===== src/cavlc_config.svh =====
`ifndef CAVLC_CONFIG_SVH
`define CAVLC_CONFIG_SVH

// Quantized coefficient width, signed
`define CAVLC_COEFF_W 8

// Block position coordinate width
`define CAVLC_POS_W 11

// Coefficients per 4x4 block
`define CAVLC_BLOCK_N 16

`endif


===== src/cavlc_pkg.sv =====
`include "cavlc_config.svh"

package cavlc_pkg;

    // Controller states
    typedef enum logic [1:0] {
        IDLE = 2'd0,
        LOAD = 2'd1,
        SCAN = 2'd2,
        HOLD = 2'd3
    } cavlc_state_e;

    typedef logic signed [`CAVLC_COEFF_W-1:0] coeff_t;

    // Frame zigzag scan, entry k gives the raster index of scan position k
    parameter logic [3:0] ZIGZAG_4X4 [0:15] = '{
        4'd0, 4'd1, 4'd4, 4'd8, 4'd5, 4'd2, 4'd3, 4'd6,
        4'd9, 4'd12, 4'd13, 4'd10, 4'd7, 4'd11, 4'd14, 4'd15
    };

endpackage


===== src/cavlc_block_buffer.sv =====
`timescale 1ns/1ps
`include "cavlc_config.svh"

module cavlc_block_buffer (
    input  logic             clk,
    input  logic             rst,
    input  logic             frame_rst_i,
    input  logic             load_i,
    input  cavlc_pkg::coeff_t coeff_i [0:`CAVLC_BLOCK_N-1],
    input  logic [3:0]       scan_idx_i,
    output cavlc_pkg::coeff_t strm_coeff_o
);

    import cavlc_pkg::*;

    coeff_t     coeff_q [0:`CAVLC_BLOCK_N-1];
    logic [3:0] scan_pos;
    logic [3:0] raster_idx;

    // ----------------------------------------
    // Capture in raster order
    // ----------------------------------------
    always_ff @(posedge clk) begin
        if (rst || frame_rst_i) begin
            for (int i = 0; i < `CAVLC_BLOCK_N; i++) begin
                coeff_q[i] <= '0;
            end
        end else if (load_i) begin
            for (int i = 0; i < `CAVLC_BLOCK_N; i++) begin
                coeff_q[i] <= coeff_i[i];
            end
        end
    end

    // ----------------------------------------
    // Replay in reverse zigzag order
    // ----------------------------------------
    // Highest frequency position comes out first
    assign scan_pos     = 4'd15 - scan_idx_i;
    assign raster_idx   = ZIGZAG_4X4[scan_pos];
    assign strm_coeff_o = coeff_q[raster_idx];

endmodule


===== src/cavlc_coeff_counter.sv =====
`timescale 1ns/1ps

module cavlc_coeff_counter (
    input  logic             clk,
    input  logic             rst,
    input  logic             frame_rst_i,
    input  logic             clear_i,
    input  logic             scan_en_i,
    input  cavlc_pkg::coeff_t strm_coeff_i,
    output logic [4:0]       total_coeff_o,
    output logic [4:0]       total_zeros_o
);

    import cavlc_pkg::*;

    logic   nonzero;
    logic   seen_nz;

    assign nonzero    = (strm_coeff_i != '0);

    always_ff @(posedge clk) begin
        if (rst || frame_rst_i || clear_i) begin
            total_coeff_o <= 5'd0;
            total_zeros_o <= 5'd0;
            seen_nz       <= 1'b0;
        end else if (scan_en_i) begin
            if (nonzero) begin
                total_coeff_o <= total_coeff_o + 5'd1;
                seen_nz       <= 1'b1;
            end else if (seen_nz) begin
                // Zeros ahead of the first nonzero lie above the last
                // coefficient in forward order and are not counted
                total_zeros_o <= total_zeros_o + 5'd1;
            end
        end
    end

endmodule


===== src/cavlc_level_list.sv =====
`timescale 1ns/1ps
`include "cavlc_config.svh"

module cavlc_level_list (
    input  logic             clk,
    input  logic             rst,
    input  logic             frame_rst_i,
    input  logic             clear_i,
    input  logic             scan_en_i,
    input  logic             t1_take_i,
    input  cavlc_pkg::coeff_t strm_coeff_i,
    output cavlc_pkg::coeff_t level_list_o [0:`CAVLC_BLOCK_N-1],
    output logic [4:0]       level_cnt_o
);

    import cavlc_pkg::*;

    coeff_t     level_q [0:`CAVLC_BLOCK_N-1];
    logic       nonzero;
    logic       write_en;
    logic [3:0] wr_idx;

    assign nonzero  = (strm_coeff_i != '0);
    assign write_en = scan_en_i && nonzero && !t1_take_i;
    // Count never reaches 16 before the last write
    assign wr_idx   = level_cnt_o[3:0];

    // ----------------------------------------
    // Level storage
    // ----------------------------------------
    always_ff @(posedge clk) begin
        if (rst || frame_rst_i || clear_i) begin
            for (int i = 0; i < `CAVLC_BLOCK_N; i++) begin
                level_q[i] <= '0;
            end
        end else if (write_en) begin
            level_q[wr_idx] <= strm_coeff_i;
        end
    end

    always_ff @(posedge clk) begin
        if (rst || frame_rst_i || clear_i) begin
            level_cnt_o <= 5'd0;
        end else if (write_en) begin
            level_cnt_o <= level_cnt_o + 5'd1;
        end
    end

    assign level_list_o = level_q;

endmodule


===== src/cavlc_run_list.sv =====
`timescale 1ns/1ps
`include "cavlc_config.svh"

module cavlc_run_list (
    input  logic             clk,
    input  logic             rst,
    input  logic             frame_rst_i,
    input  logic             clear_i,
    input  logic             scan_en_i,
    input  cavlc_pkg::coeff_t strm_coeff_i,
    output logic [3:0]       run_list_o [0:`CAVLC_BLOCK_N-1]
);

    import cavlc_pkg::*;

    logic [3:0] run_q [0:`CAVLC_BLOCK_N-1];
    logic [3:0] wr_ptr;
    logic [3:0] open_idx;
    logic       seen_nz;
    logic       nonzero;

    assign nonzero    = (strm_coeff_i != '0);

    // First nonzero opens entry 0, later ones open the next entry
    assign open_idx = seen_nz ? wr_ptr + 4'd1 : wr_ptr;

    // ----------------------------------------
    // Pointer and run entries
    // ----------------------------------------
    always_ff @(posedge clk) begin
        if (rst || frame_rst_i || clear_i) begin
            wr_ptr  <= 4'd0;
            seen_nz <= 1'b0;
            for (int i = 0; i < `CAVLC_BLOCK_N; i++) begin
                run_q[i] <= 4'd0;
            end
        end else if (scan_en_i) begin
            if (nonzero) begin
                run_q[open_idx] <= 4'd0;
                wr_ptr          <= open_idx;
                seen_nz         <= 1'b1;
            end else if (seen_nz) begin
                run_q[wr_ptr] <= run_q[wr_ptr] + 4'd1;
            end
        end
    end

    assign run_list_o = run_q;

endmodule


===== src/cavlc_stat_top.sv =====
`timescale 1ns/1ps
`include "cavlc_config.svh"

module cavlc_stat_top (
    input  logic                    clk,
    input  logic                    rst,
    input  logic                    frame_rst_i,
    input  logic                    valid_i,
    input  logic                    enc_ready_i,
    input  logic [`CAVLC_POS_W-1:0] pos_x_i,
    input  logic [`CAVLC_POS_W-1:0] pos_y_i,
    input  cavlc_pkg::coeff_t       coeff_i [0:`CAVLC_BLOCK_N-1],
    output logic                    ready_o,
    output logic                    valid_o,
    output logic [`CAVLC_POS_W-1:0] pos_x_o,
    output logic [`CAVLC_POS_W-1:0] pos_y_o,
    output logic [4:0]              total_coeff_o,
    output logic [4:0]              total_zeros_o,
    output logic [4:0]              level_cnt_o,
    output logic [1:0]              t1_cnt_o,
    output logic [2:0]              t1_sign_o,
    output cavlc_pkg::coeff_t       level_list_o [0:`CAVLC_BLOCK_N-1],
    output logic [3:0]              run_list_o [0:`CAVLC_BLOCK_N-1]
);

    import cavlc_pkg::*;

    localparam logic [3:0] LAST_IDX = 4'(`CAVLC_BLOCK_N - 1);

    cavlc_state_e state;
    cavlc_state_e state_nxt;
    logic [3:0]   scan_idx;
    logic         load;
    logic         scan_en;
    logic         clear;
    logic         t1_take;
    coeff_t       strm_coeff;

    // ----------------------------------------
    // Controller FSM
    // ----------------------------------------
    always_comb begin
        state_nxt = state;
        case (state)
            IDLE: if (valid_i) state_nxt = LOAD;
            LOAD: state_nxt = SCAN;
            SCAN: if (scan_idx == LAST_IDX) state_nxt = HOLD;
            HOLD: if (enc_ready_i) state_nxt = IDLE;
            default: state_nxt = IDLE;
        endcase
    end

    always_ff @(posedge clk) begin
        if (rst || frame_rst_i) begin
            state <= IDLE;
        end else begin
            state <= state_nxt;
        end
    end

    assign load    = (state_nxt == LOAD);
    assign scan_en = (state == SCAN);
    assign clear   = (state_nxt == IDLE);
    assign ready_o = (state == IDLE);
    assign valid_o = (state == HOLD);

    always_ff @(posedge clk) begin
        if (rst || frame_rst_i || load) begin
            scan_idx <= 4'd0;
        end else if (scan_en) begin
            scan_idx <= scan_idx + 4'd1;
        end
    end

    // Block position follows the coefficients through to HOLD
    always_ff @(posedge clk) begin
        if (rst || frame_rst_i) begin
            pos_x_o <= '0;
            pos_y_o <= '0;
        end else if (load) begin
            pos_x_o <= pos_x_i;
            pos_y_o <= pos_y_i;
        end
    end

    // ----------------------------------------
    // Buffer and statistics counters
    // ----------------------------------------
    cavlc_block_buffer i_block_buffer (
        .clk          (clk),
        .rst          (rst),
        .frame_rst_i  (frame_rst_i),
        .load_i       (load),
        .coeff_i      (coeff_i),
        .scan_idx_i   (scan_idx),
        .strm_coeff_o (strm_coeff)
    );

    cavlc_coeff_counter i_coeff_counter (
        .clk           (clk),
        .rst           (rst),
        .frame_rst_i   (frame_rst_i),
        .clear_i       (clear),
        .scan_en_i     (scan_en),
        .strm_coeff_i  (strm_coeff),
        .total_coeff_o (total_coeff_o),
        .total_zeros_o (total_zeros_o)
    );

    cavlc_trailing_ones i_trailing_ones (
        .clk          (clk),
        .rst          (rst),
        .frame_rst_i  (frame_rst_i),
        .clear_i      (clear),
        .scan_en_i    (scan_en),
        .strm_coeff_i (strm_coeff),
        .t1_take_o    (t1_take),
        .t1_cnt_o     (t1_cnt_o),
        .t1_sign_o    (t1_sign_o)
    );

    cavlc_level_list i_level_list (
        .clk          (clk),
        .rst          (rst),
        .frame_rst_i  (frame_rst_i),
        .clear_i      (clear),
        .scan_en_i    (scan_en),
        .t1_take_i    (t1_take),
        .strm_coeff_i (strm_coeff),
        .level_list_o (level_list_o),
        .level_cnt_o  (level_cnt_o)
    );

    cavlc_run_list i_run_list (
        .clk          (clk),
        .rst          (rst),
        .frame_rst_i  (frame_rst_i),
        .clear_i      (clear),
        .scan_en_i    (scan_en),
        .strm_coeff_i (strm_coeff),
        .run_list_o   (run_list_o)
    );

endmodule


===== src/cavlc_trailing_ones.sv =====
`timescale 1ns/1ps

module cavlc_trailing_ones (
    input  logic             clk,
    input  logic             rst,
    input  logic             frame_rst_i,
    input  logic             clear_i,
    input  logic             scan_en_i,
    input  cavlc_pkg::coeff_t strm_coeff_i,
    output logic             t1_take_o,
    output logic [1:0]       t1_cnt_o,
    output logic [2:0]       t1_sign_o
);

    import cavlc_pkg::*;

    localparam coeff_t PLUS_ONE  = 1;
    localparam coeff_t MINUS_ONE = -1;

    logic is_pos1;
    logic is_neg1;
    logic nonzero;
    logic open_q;

    assign is_pos1 = (strm_coeff_i == PLUS_ONE);
    assign is_neg1 = (strm_coeff_i == MINUS_ONE);
    assign nonzero = (strm_coeff_i != '0);

    // At most three trailing ones per block
    assign t1_take_o = scan_en_i && open_q && (is_pos1 || is_neg1) && (t1_cnt_o != 2'd3);

    always_ff @(posedge clk) begin
        if (rst || frame_rst_i || clear_i) begin
            open_q    <= 1'b1;
            t1_cnt_o  <= 2'd0;
            t1_sign_o <= 3'b000;
        end else if (t1_take_o) begin
            t1_cnt_o            <= t1_cnt_o + 2'd1;
            t1_sign_o[t1_cnt_o] <= is_neg1;
        end else if (scan_en_i && nonzero) begin
            // Larger level or a fourth +-1 ends the run
            open_q <= 1'b0;
        end
    end

endmodule


===== config.mk =====
export PLATFORM = sky130hd
export DESIGN_NAME = cavlc_stat_top
export DESIGN_NICKNAME = d
export VERILOG_FILES = /design/src/cavlc_pkg.sv /design/src/cavlc_block_buffer.sv /design/src/cavlc_coeff_counter.sv /design/src/cavlc_level_list.sv /design/src/cavlc_run_list.sv /design/src/cavlc_stat_top.sv /design/src/cavlc_trailing_ones.sv
export VERILOG_INCLUDE_DIRS = /design/src /design/src/src
export SDC_FILE = /design/constraint.sdc
export NUM_CORES = 1
export LEC_CHECK = 0
export BUFFER_PORTS_ARGS = -buffer_cell sky130_fd_sc_hd__buf_2
export CORE_MARGIN = 2
export CORE_UTILIZATION = 45
export CTS_CLUSTER_DIAMETER = 80
export DETAILED_ROUTE_END_ITERATION = 16
export PLACE_DENSITY = 0.7
export SLEW_MARGIN = 10
export SYNTH_ARGS = -nofsm -noshare
export SYNTH_HDL_FRONTEND = slang
export SYNTH_SLANG_ARGS = --single-unit

===== constraint.sdc =====
create_clock -name clk -period 5 [get_ports clk]
set_clock_uncertainty 0.1 [all_clocks]
set_input_delay 0.25 -clock clk [delete_from_list [all_inputs] [get_ports clk]]
set_output_delay 0.25 -clock clk [all_outputs]
set_load 0.01 [all_outputs]

======== Word level (Yosys, flattened, before mapping) ========
Memory sizes are Yosys's and may differ from the RTL's.
Cells that the tools add are included.
storage, ports and cells
  bits in registers ....................... 246
  bits in writable memories ............... 128
  bits in read-only memories .............. 64
  output and inout bits ................... 236
  word-level logic and storage cells ...... 161
  memories kept ........................... 2
memories
  memory                  words  bits a word  rd ports  clocked after memory_dff  wr ports  line                      source
  i_block_buffer.coeff_q  16     8            1         0                         16        cavlc_block_buffer.sv:16  coeff_t coeff_q [0:`CAVLC_BLOCK_N-1];
  (name not given)        16     4            1         0                         0         cavlc_block_buffer.sv:40  assign raster_idx = ZIGZAG_4X4[scan_pos];
operators by class
  add/subtract/negate cells ............... 8
  order comparisons ....................... 9
  equality and inequality tests ........... 8
  multiplexer cells ....................... 44
  bitwise operators ....................... 24
  reductions and logical operators ........ 22
operators by type and width
  kind                                                                          count
  8-bit two-way mux                                                             17
  128-bit bitwise mux                                                           1
  64-bit two-way mux                                                            2
  64-bit bitwise AND                                                            1
  64-bit bitwise mux                                                            1
  64-bit NOT                                                                    1
  4-bit demux with 4-bit select                                                 2
  8-bit demux with 4-bit select                                                 1
  4-bit two-way mux                                                             7
  5-bit greater-or-equal comparator, second input constant                      4
  4-bit NOT with 5-bit output                                                   4
  4-bit binary-select mux with 4-bit select                                     1
  1-bit OR                                                                      16
  5-bit by 1-bit adder with 5-bit output, second input constant                 3
  5-bit by 1-bit less-than comparator with 1-bit output, second input constant  3
  4-bit by 1-bit adder with 4-bit output, second input constant                 3
  1-bit logical AND                                                             9
  8-bit by 1-bit == test with 1-bit output, second input constant               1
  8-bit by 2-bit == test with 1-bit output, second input constant               1
  2-bit one-hot mux with 4 select lines                                         1
  8-bit nonzero test                                                            1
  1-bit two-way mux                                                             6
  2-bit two-way mux                                                             3
  2-bit AND reduction                                                           3
  16 further kinds                                                              23

======== Depth between registers and ports, before layout ========
An unclocked memory read counts as a cell.
  word-level depth ........................ 12
  mapped depth ............................ 17

======== Cells and area by module ========
Synthesis repeated with hierarchy kept, for this count alone.
unflattened totals
  cell total of the unflattened synthesis .. 1657
  area, all modules ....................... 17310.4 um^2
by module, submodules not included
  module               instances  cells each  area an instance (um^2)
  cavlc_block_buffer   1          434         5818.1
  cavlc_level_list     1          482         5187.5
  cavlc_run_list       1          507         4227.8
  cavlc_stat_top       1          129         1122.3
  cavlc_coeff_counter  1          65          578.1
  cavlc_trailing_ones  1          40          376.6

======== Least setup slack after synthesis ========
Ideal clock, no wire load.
  kind .................................... reg-to-reg
  from .................................... register state[1]
  to ...................................... memory i_block_buffer.coeff_q[0][0] in the netlist's numbering, enable pin
  library setup time ...................... 0.495 ns
  arrival ................................. 3.522 ns
  slack ................................... 0.883 ns
  cell stages (with the launch flop) ...... 4
  path buffers ............................ 0
  path through ............................ dfxtp_1 > nor2_1 > nand2_1 > nand2_1
RTL lines
  what                    line                      source
  from (decl)             cavlc_stat_top.sv:30      cavlc_state_e state;
  from (signal assigned)  cavlc_stat_top.sv:57      state <= state_nxt;
  to (decl)               cavlc_block_buffer.sv:16

======== Final worst setup path ========
  from .................................... register scan_idx[0]
  to ...................................... register i_run_list.run_q, in the netlist i_run_list.run_list_o[11]
between the ends
  cells in the longest elaborated chain, start to end .. 9
  elaborated cells on any way between the ends .. 15
  classes of those cells .................. add/sub (1); eq/ne (1); mux (5); bitwise (1); reduce/logical (5); memory (2)
ends and longest elaborated chain
  what                                                    line                      source
  from (decl)                                             cavlc_stat_top.sv:32      logic [3:0] scan_idx;
  from (signal assigned)                                  cavlc_stat_top.sv:71      scan_idx <= scan_idx + 4'd1;
  4-bit subtractor *                                      cavlc_block_buffer.sv:39  assign scan_pos = 4'd15 - scan_idx_i;
  net i_block_buffer.scan_pos[0]                          cavlc_block_buffer.sv:17  logic [3:0] scan_pos;
  4-bit NOT with 5-bit output (implied by the code) *     cavlc_block_buffer.sv:40
  memory read 16 x 4 bit *                                -
  4-bit two-way mux (implied by the code) * (2 in a row)  cavlc_block_buffer.sv:40
  memory read 16 x 8 bit *                                -
  8-bit nonzero test *                                    cavlc_run_list.sv:22      assign nonzero = (strm_coeff_i != '0);
  2-bit nonzero test (no line)                            -
  2-bit AND reduction (no line)                           -
  to (signal, indexed assignment)                         cavlc_run_list.sv:43      run_q[wr_ptr] <= run_q[wr_ptr] + 4'd1;
  to (decl)                                               cavlc_run_list.sv:16      logic [3:0] run_q [0:`CAVLC_BLOCK_N-1];
The timed path passes the listed nets; every way through them passes the cells marked *. The select of a mux whose other input is x is not followed.
A chain may end at the register's enable or synchronous reset.

==> results.tsv <==
metric	value	unit
yosysMostFrequentCell	nand2_1	
r2r_slack	0.40	ns
routedWlPerCell	19.9	microns
placed_cells	2280	
synth_area_leaders	dfxtp_1 (29%), edfxtp_1 (23%), mux2i_1 (11%), nand2_1 (6.0%), and3_1 (3.6%)	
setup_violations	0	
root_buffer	clkbuf_16	
grt_max_degree	130	
finalHoldViolations	0	
drtAntennaViolNets	0	
tns	0	ns
viasPerCell	5.44	
pre_cts_ws	0.214	ns
synth-xor-area-share	0.682	%
grt_antenna_before_repair	0	
power_density	310	nW/um^2
synth_compound_area_share	9.24	%
cts_tree	done	
fp-row-count	70	
ir_drop	0.223	mV
fin_ws	0.401	ns
grt_pass1_vias	13610	
max_cap_violations	0	
ys_seq_area_share	52.5	%
cp_data_required_time	5.34	ns
first_iter_violations	818	
grt_pass1_wl	76500	microns
fin_crit_sh	92.0	%
use_met2	43.0	%
synth_area_leader_cell	dfxtp_1	
endpoint_kind	flop	
area_growth	31.0	%
synthAdderAreaFrac	1.65	%
final_area	21900	sq um
top_usage_layer	met2	
synth_common_cells	nand2_1 (269), dfxtp_1 (246), mux2i_1 (178), edfxtp_1 (128), and3_1 (95)	
die_y	197	microns
cp.arrival	4.94	ns
coreArea	36600	sq um
slew-limit-headroom	32.1	%
post-dp-hpwl	33500	microns
outcome	finished, final reports clean	
timing_worst_setup_path_type	reg2reg	
synth_edf_count	128	
yosys.area_share.simple	17.5	%
yosysWarnings	0	
synth.distinct_cells	68	
die_area	38700	sq um
synth_top_family_by_area	simple AND/OR/NAND/NOR gates	
cts_sinks	374	
power	6780	uW
p_int	5310	uW
rsz0062_at_grt	no	
drtPass1Iterations	5	
gr-total-overflow	0	
synth_flop_cell	dfxtp_1	
power_switching	1470	uW
synth_top_cell_area_share	29.5	%
share_comb_of_total_power	6.9	%
cts_buffers	41	
syn_area	16700	sq um
ios	391	
synthesis.nets	1680	
n_antenna_cell	0	
crit_fanout	27	
cts.clk_slew.worst_paths	0.06	ns
clk_latency	0.54	ns
ys_async_sr_fraction	0	%
drt_wl_total	49900	microns
p_leak	0.00934	uW
place_area	19000	sq um
tightest_slew	1.02	ns
synthMuxAreaShare	14.8	%
grt_usage	25.2	%
synthCells	1503	
met3_usage	4.52	%
start_util	45.6	%
fmax	217	MHz
port_buffers	390	
fp.dieW	197	microns
pwr-share-seq	47.9	%
post_layout_nonfiller_instances	2502	
drc	0	
hold_class	in2reg	
timing.final.max_slew_violations	0	
grt_use_met1	32.0	%
clockPowerShare	45.2	%
via_count	13621	
htree_levels	2	
ys_seq_elements	374	
fin_nets	2186	
drive_gt1_share	27.4	%
start_kind	flop	
switching_share	21.7	%
syn_area_per_cell	11.1	sq um
clock_path_buffers	3	
gp_congestion	0.902	
min_period	4.60	ns
stage by stage:
stage | utilization, % | hold WS (ns)
global route | 59.7 | 0.199
finish | 59.7 | 0.180
global placement | 51.8 | 0.339
floorplan | - | 0.281
detailed placement | 51.8 | 0.344
CTS | 59.7 | 0.146
power by group through the flow:
stage	Clock [uW]	Combinational [uW]	Sequential [uW]
after global routing	3230	499	3250
after CTS	3120	448	3250
after global placement	0	350	3310
after floorplan	0	219	3310
final	3070	465	3250
after detailed placement	0	358	3310
cell type report:
class,count,area [sq um]
clock buffers,50,1100
clock inverters,18,250
fillers,2922,14700
inverters,33,124
multi-input cells,997,7380
flip-flops and latches,374,8770
well taps,468,586
repair buffers,562,3660
timing repair:
action | 4_1_cts | 5_1_grt
setup buffers | 0 | 3
endpoints found under the hold margin | 151 | 0
hold buffers | 151 | 0
gates resized for setup | 0 | 1
endpoints found under the setup margin | 0 | 65
worst max-delay path, cell delays in order, from the launching register on:
cell	delay [ns]
dfxtp_1	0.50
inv_1	0.14
ha_1	0.21
mux2i_1	0.30
nand2_2	0.20
nand2_8	0.26
mux4_2	0.57
nand3_1	0.11
o2111ai_1	0.23
or3_1	0.65
o31a_1	0.32
buf_4	0.26
o32ai_2	0.46
o2bb2ai_1	0.18
sequential cells by signal, summed over array words and instances (netlist names):
name                           flops
i_trailing_ones.t1_cnt_o           2
i_level_list.level_cnt_o           5
i_run_list.wr_ptr                  4
i_run_list.seen_nz                 1
i_coeff_counter.total_coeff_o      5
pos_y_o                           11
pos_x_o                           11
state                              2
i_block_buffer.coeff_q           128
i_trailing_ones.open_q             1
i_level_list.level_list_o        128
i_trailing_ones.t1_sign_o          3
i_coeff_counter.total_zeros_o      5
i_run_list.run_list_o             64
scan_idx                           4
layer usage:
layer | vias up | share of wire [%]
met5 | - | 0
met4 | 0 | 3.3
met3 | 94 | 6.8
met2 | 556 | 48
met1 | 6567 | 42
li1 | 6404 | -
cells in the final DEF (no fill, tap or decap), drive strengths merged, types with 8 or more instances in the layout:
master,count
nor2,40
buf,411
clkbuf,50
o21ai,18
edfxtp,128
o32ai,20
a21oi,44
mux4,23
nand2b,14
inv,35
dlygate4sd3,151
dfxtp,246
ha,22
mux2,13
and3,95
nand2,271
o2bb2ai,45
mux2i,179
clkinv,9
nand3,13
nor3,27
o22ai,11
and2,68
a32o,8
cells by family after synthesis:
family | count (synthesis)
multiplexers | 215
buffers and inverters | 132
adder cells (fa/ha/maj) | 22
flip-flops | 374
AO/OA/AOI/OAI | 183
AND/OR/NAND/NOR | 564
XOR/XNOR | 13
final timing paths:
kind / depth (start not counted) / to / start
max: 13 / i_run_list.run_list_o[11] / scan_idx[0]
min: 4 / state[0] / valid_i
max reg2reg: 13 / i_run_list.run_list_o[11] / scan_idx[0]
min reg2reg: 2 / pos_y_o[5] / pos_y_o[5]
(Power assumes the default switching activity.)
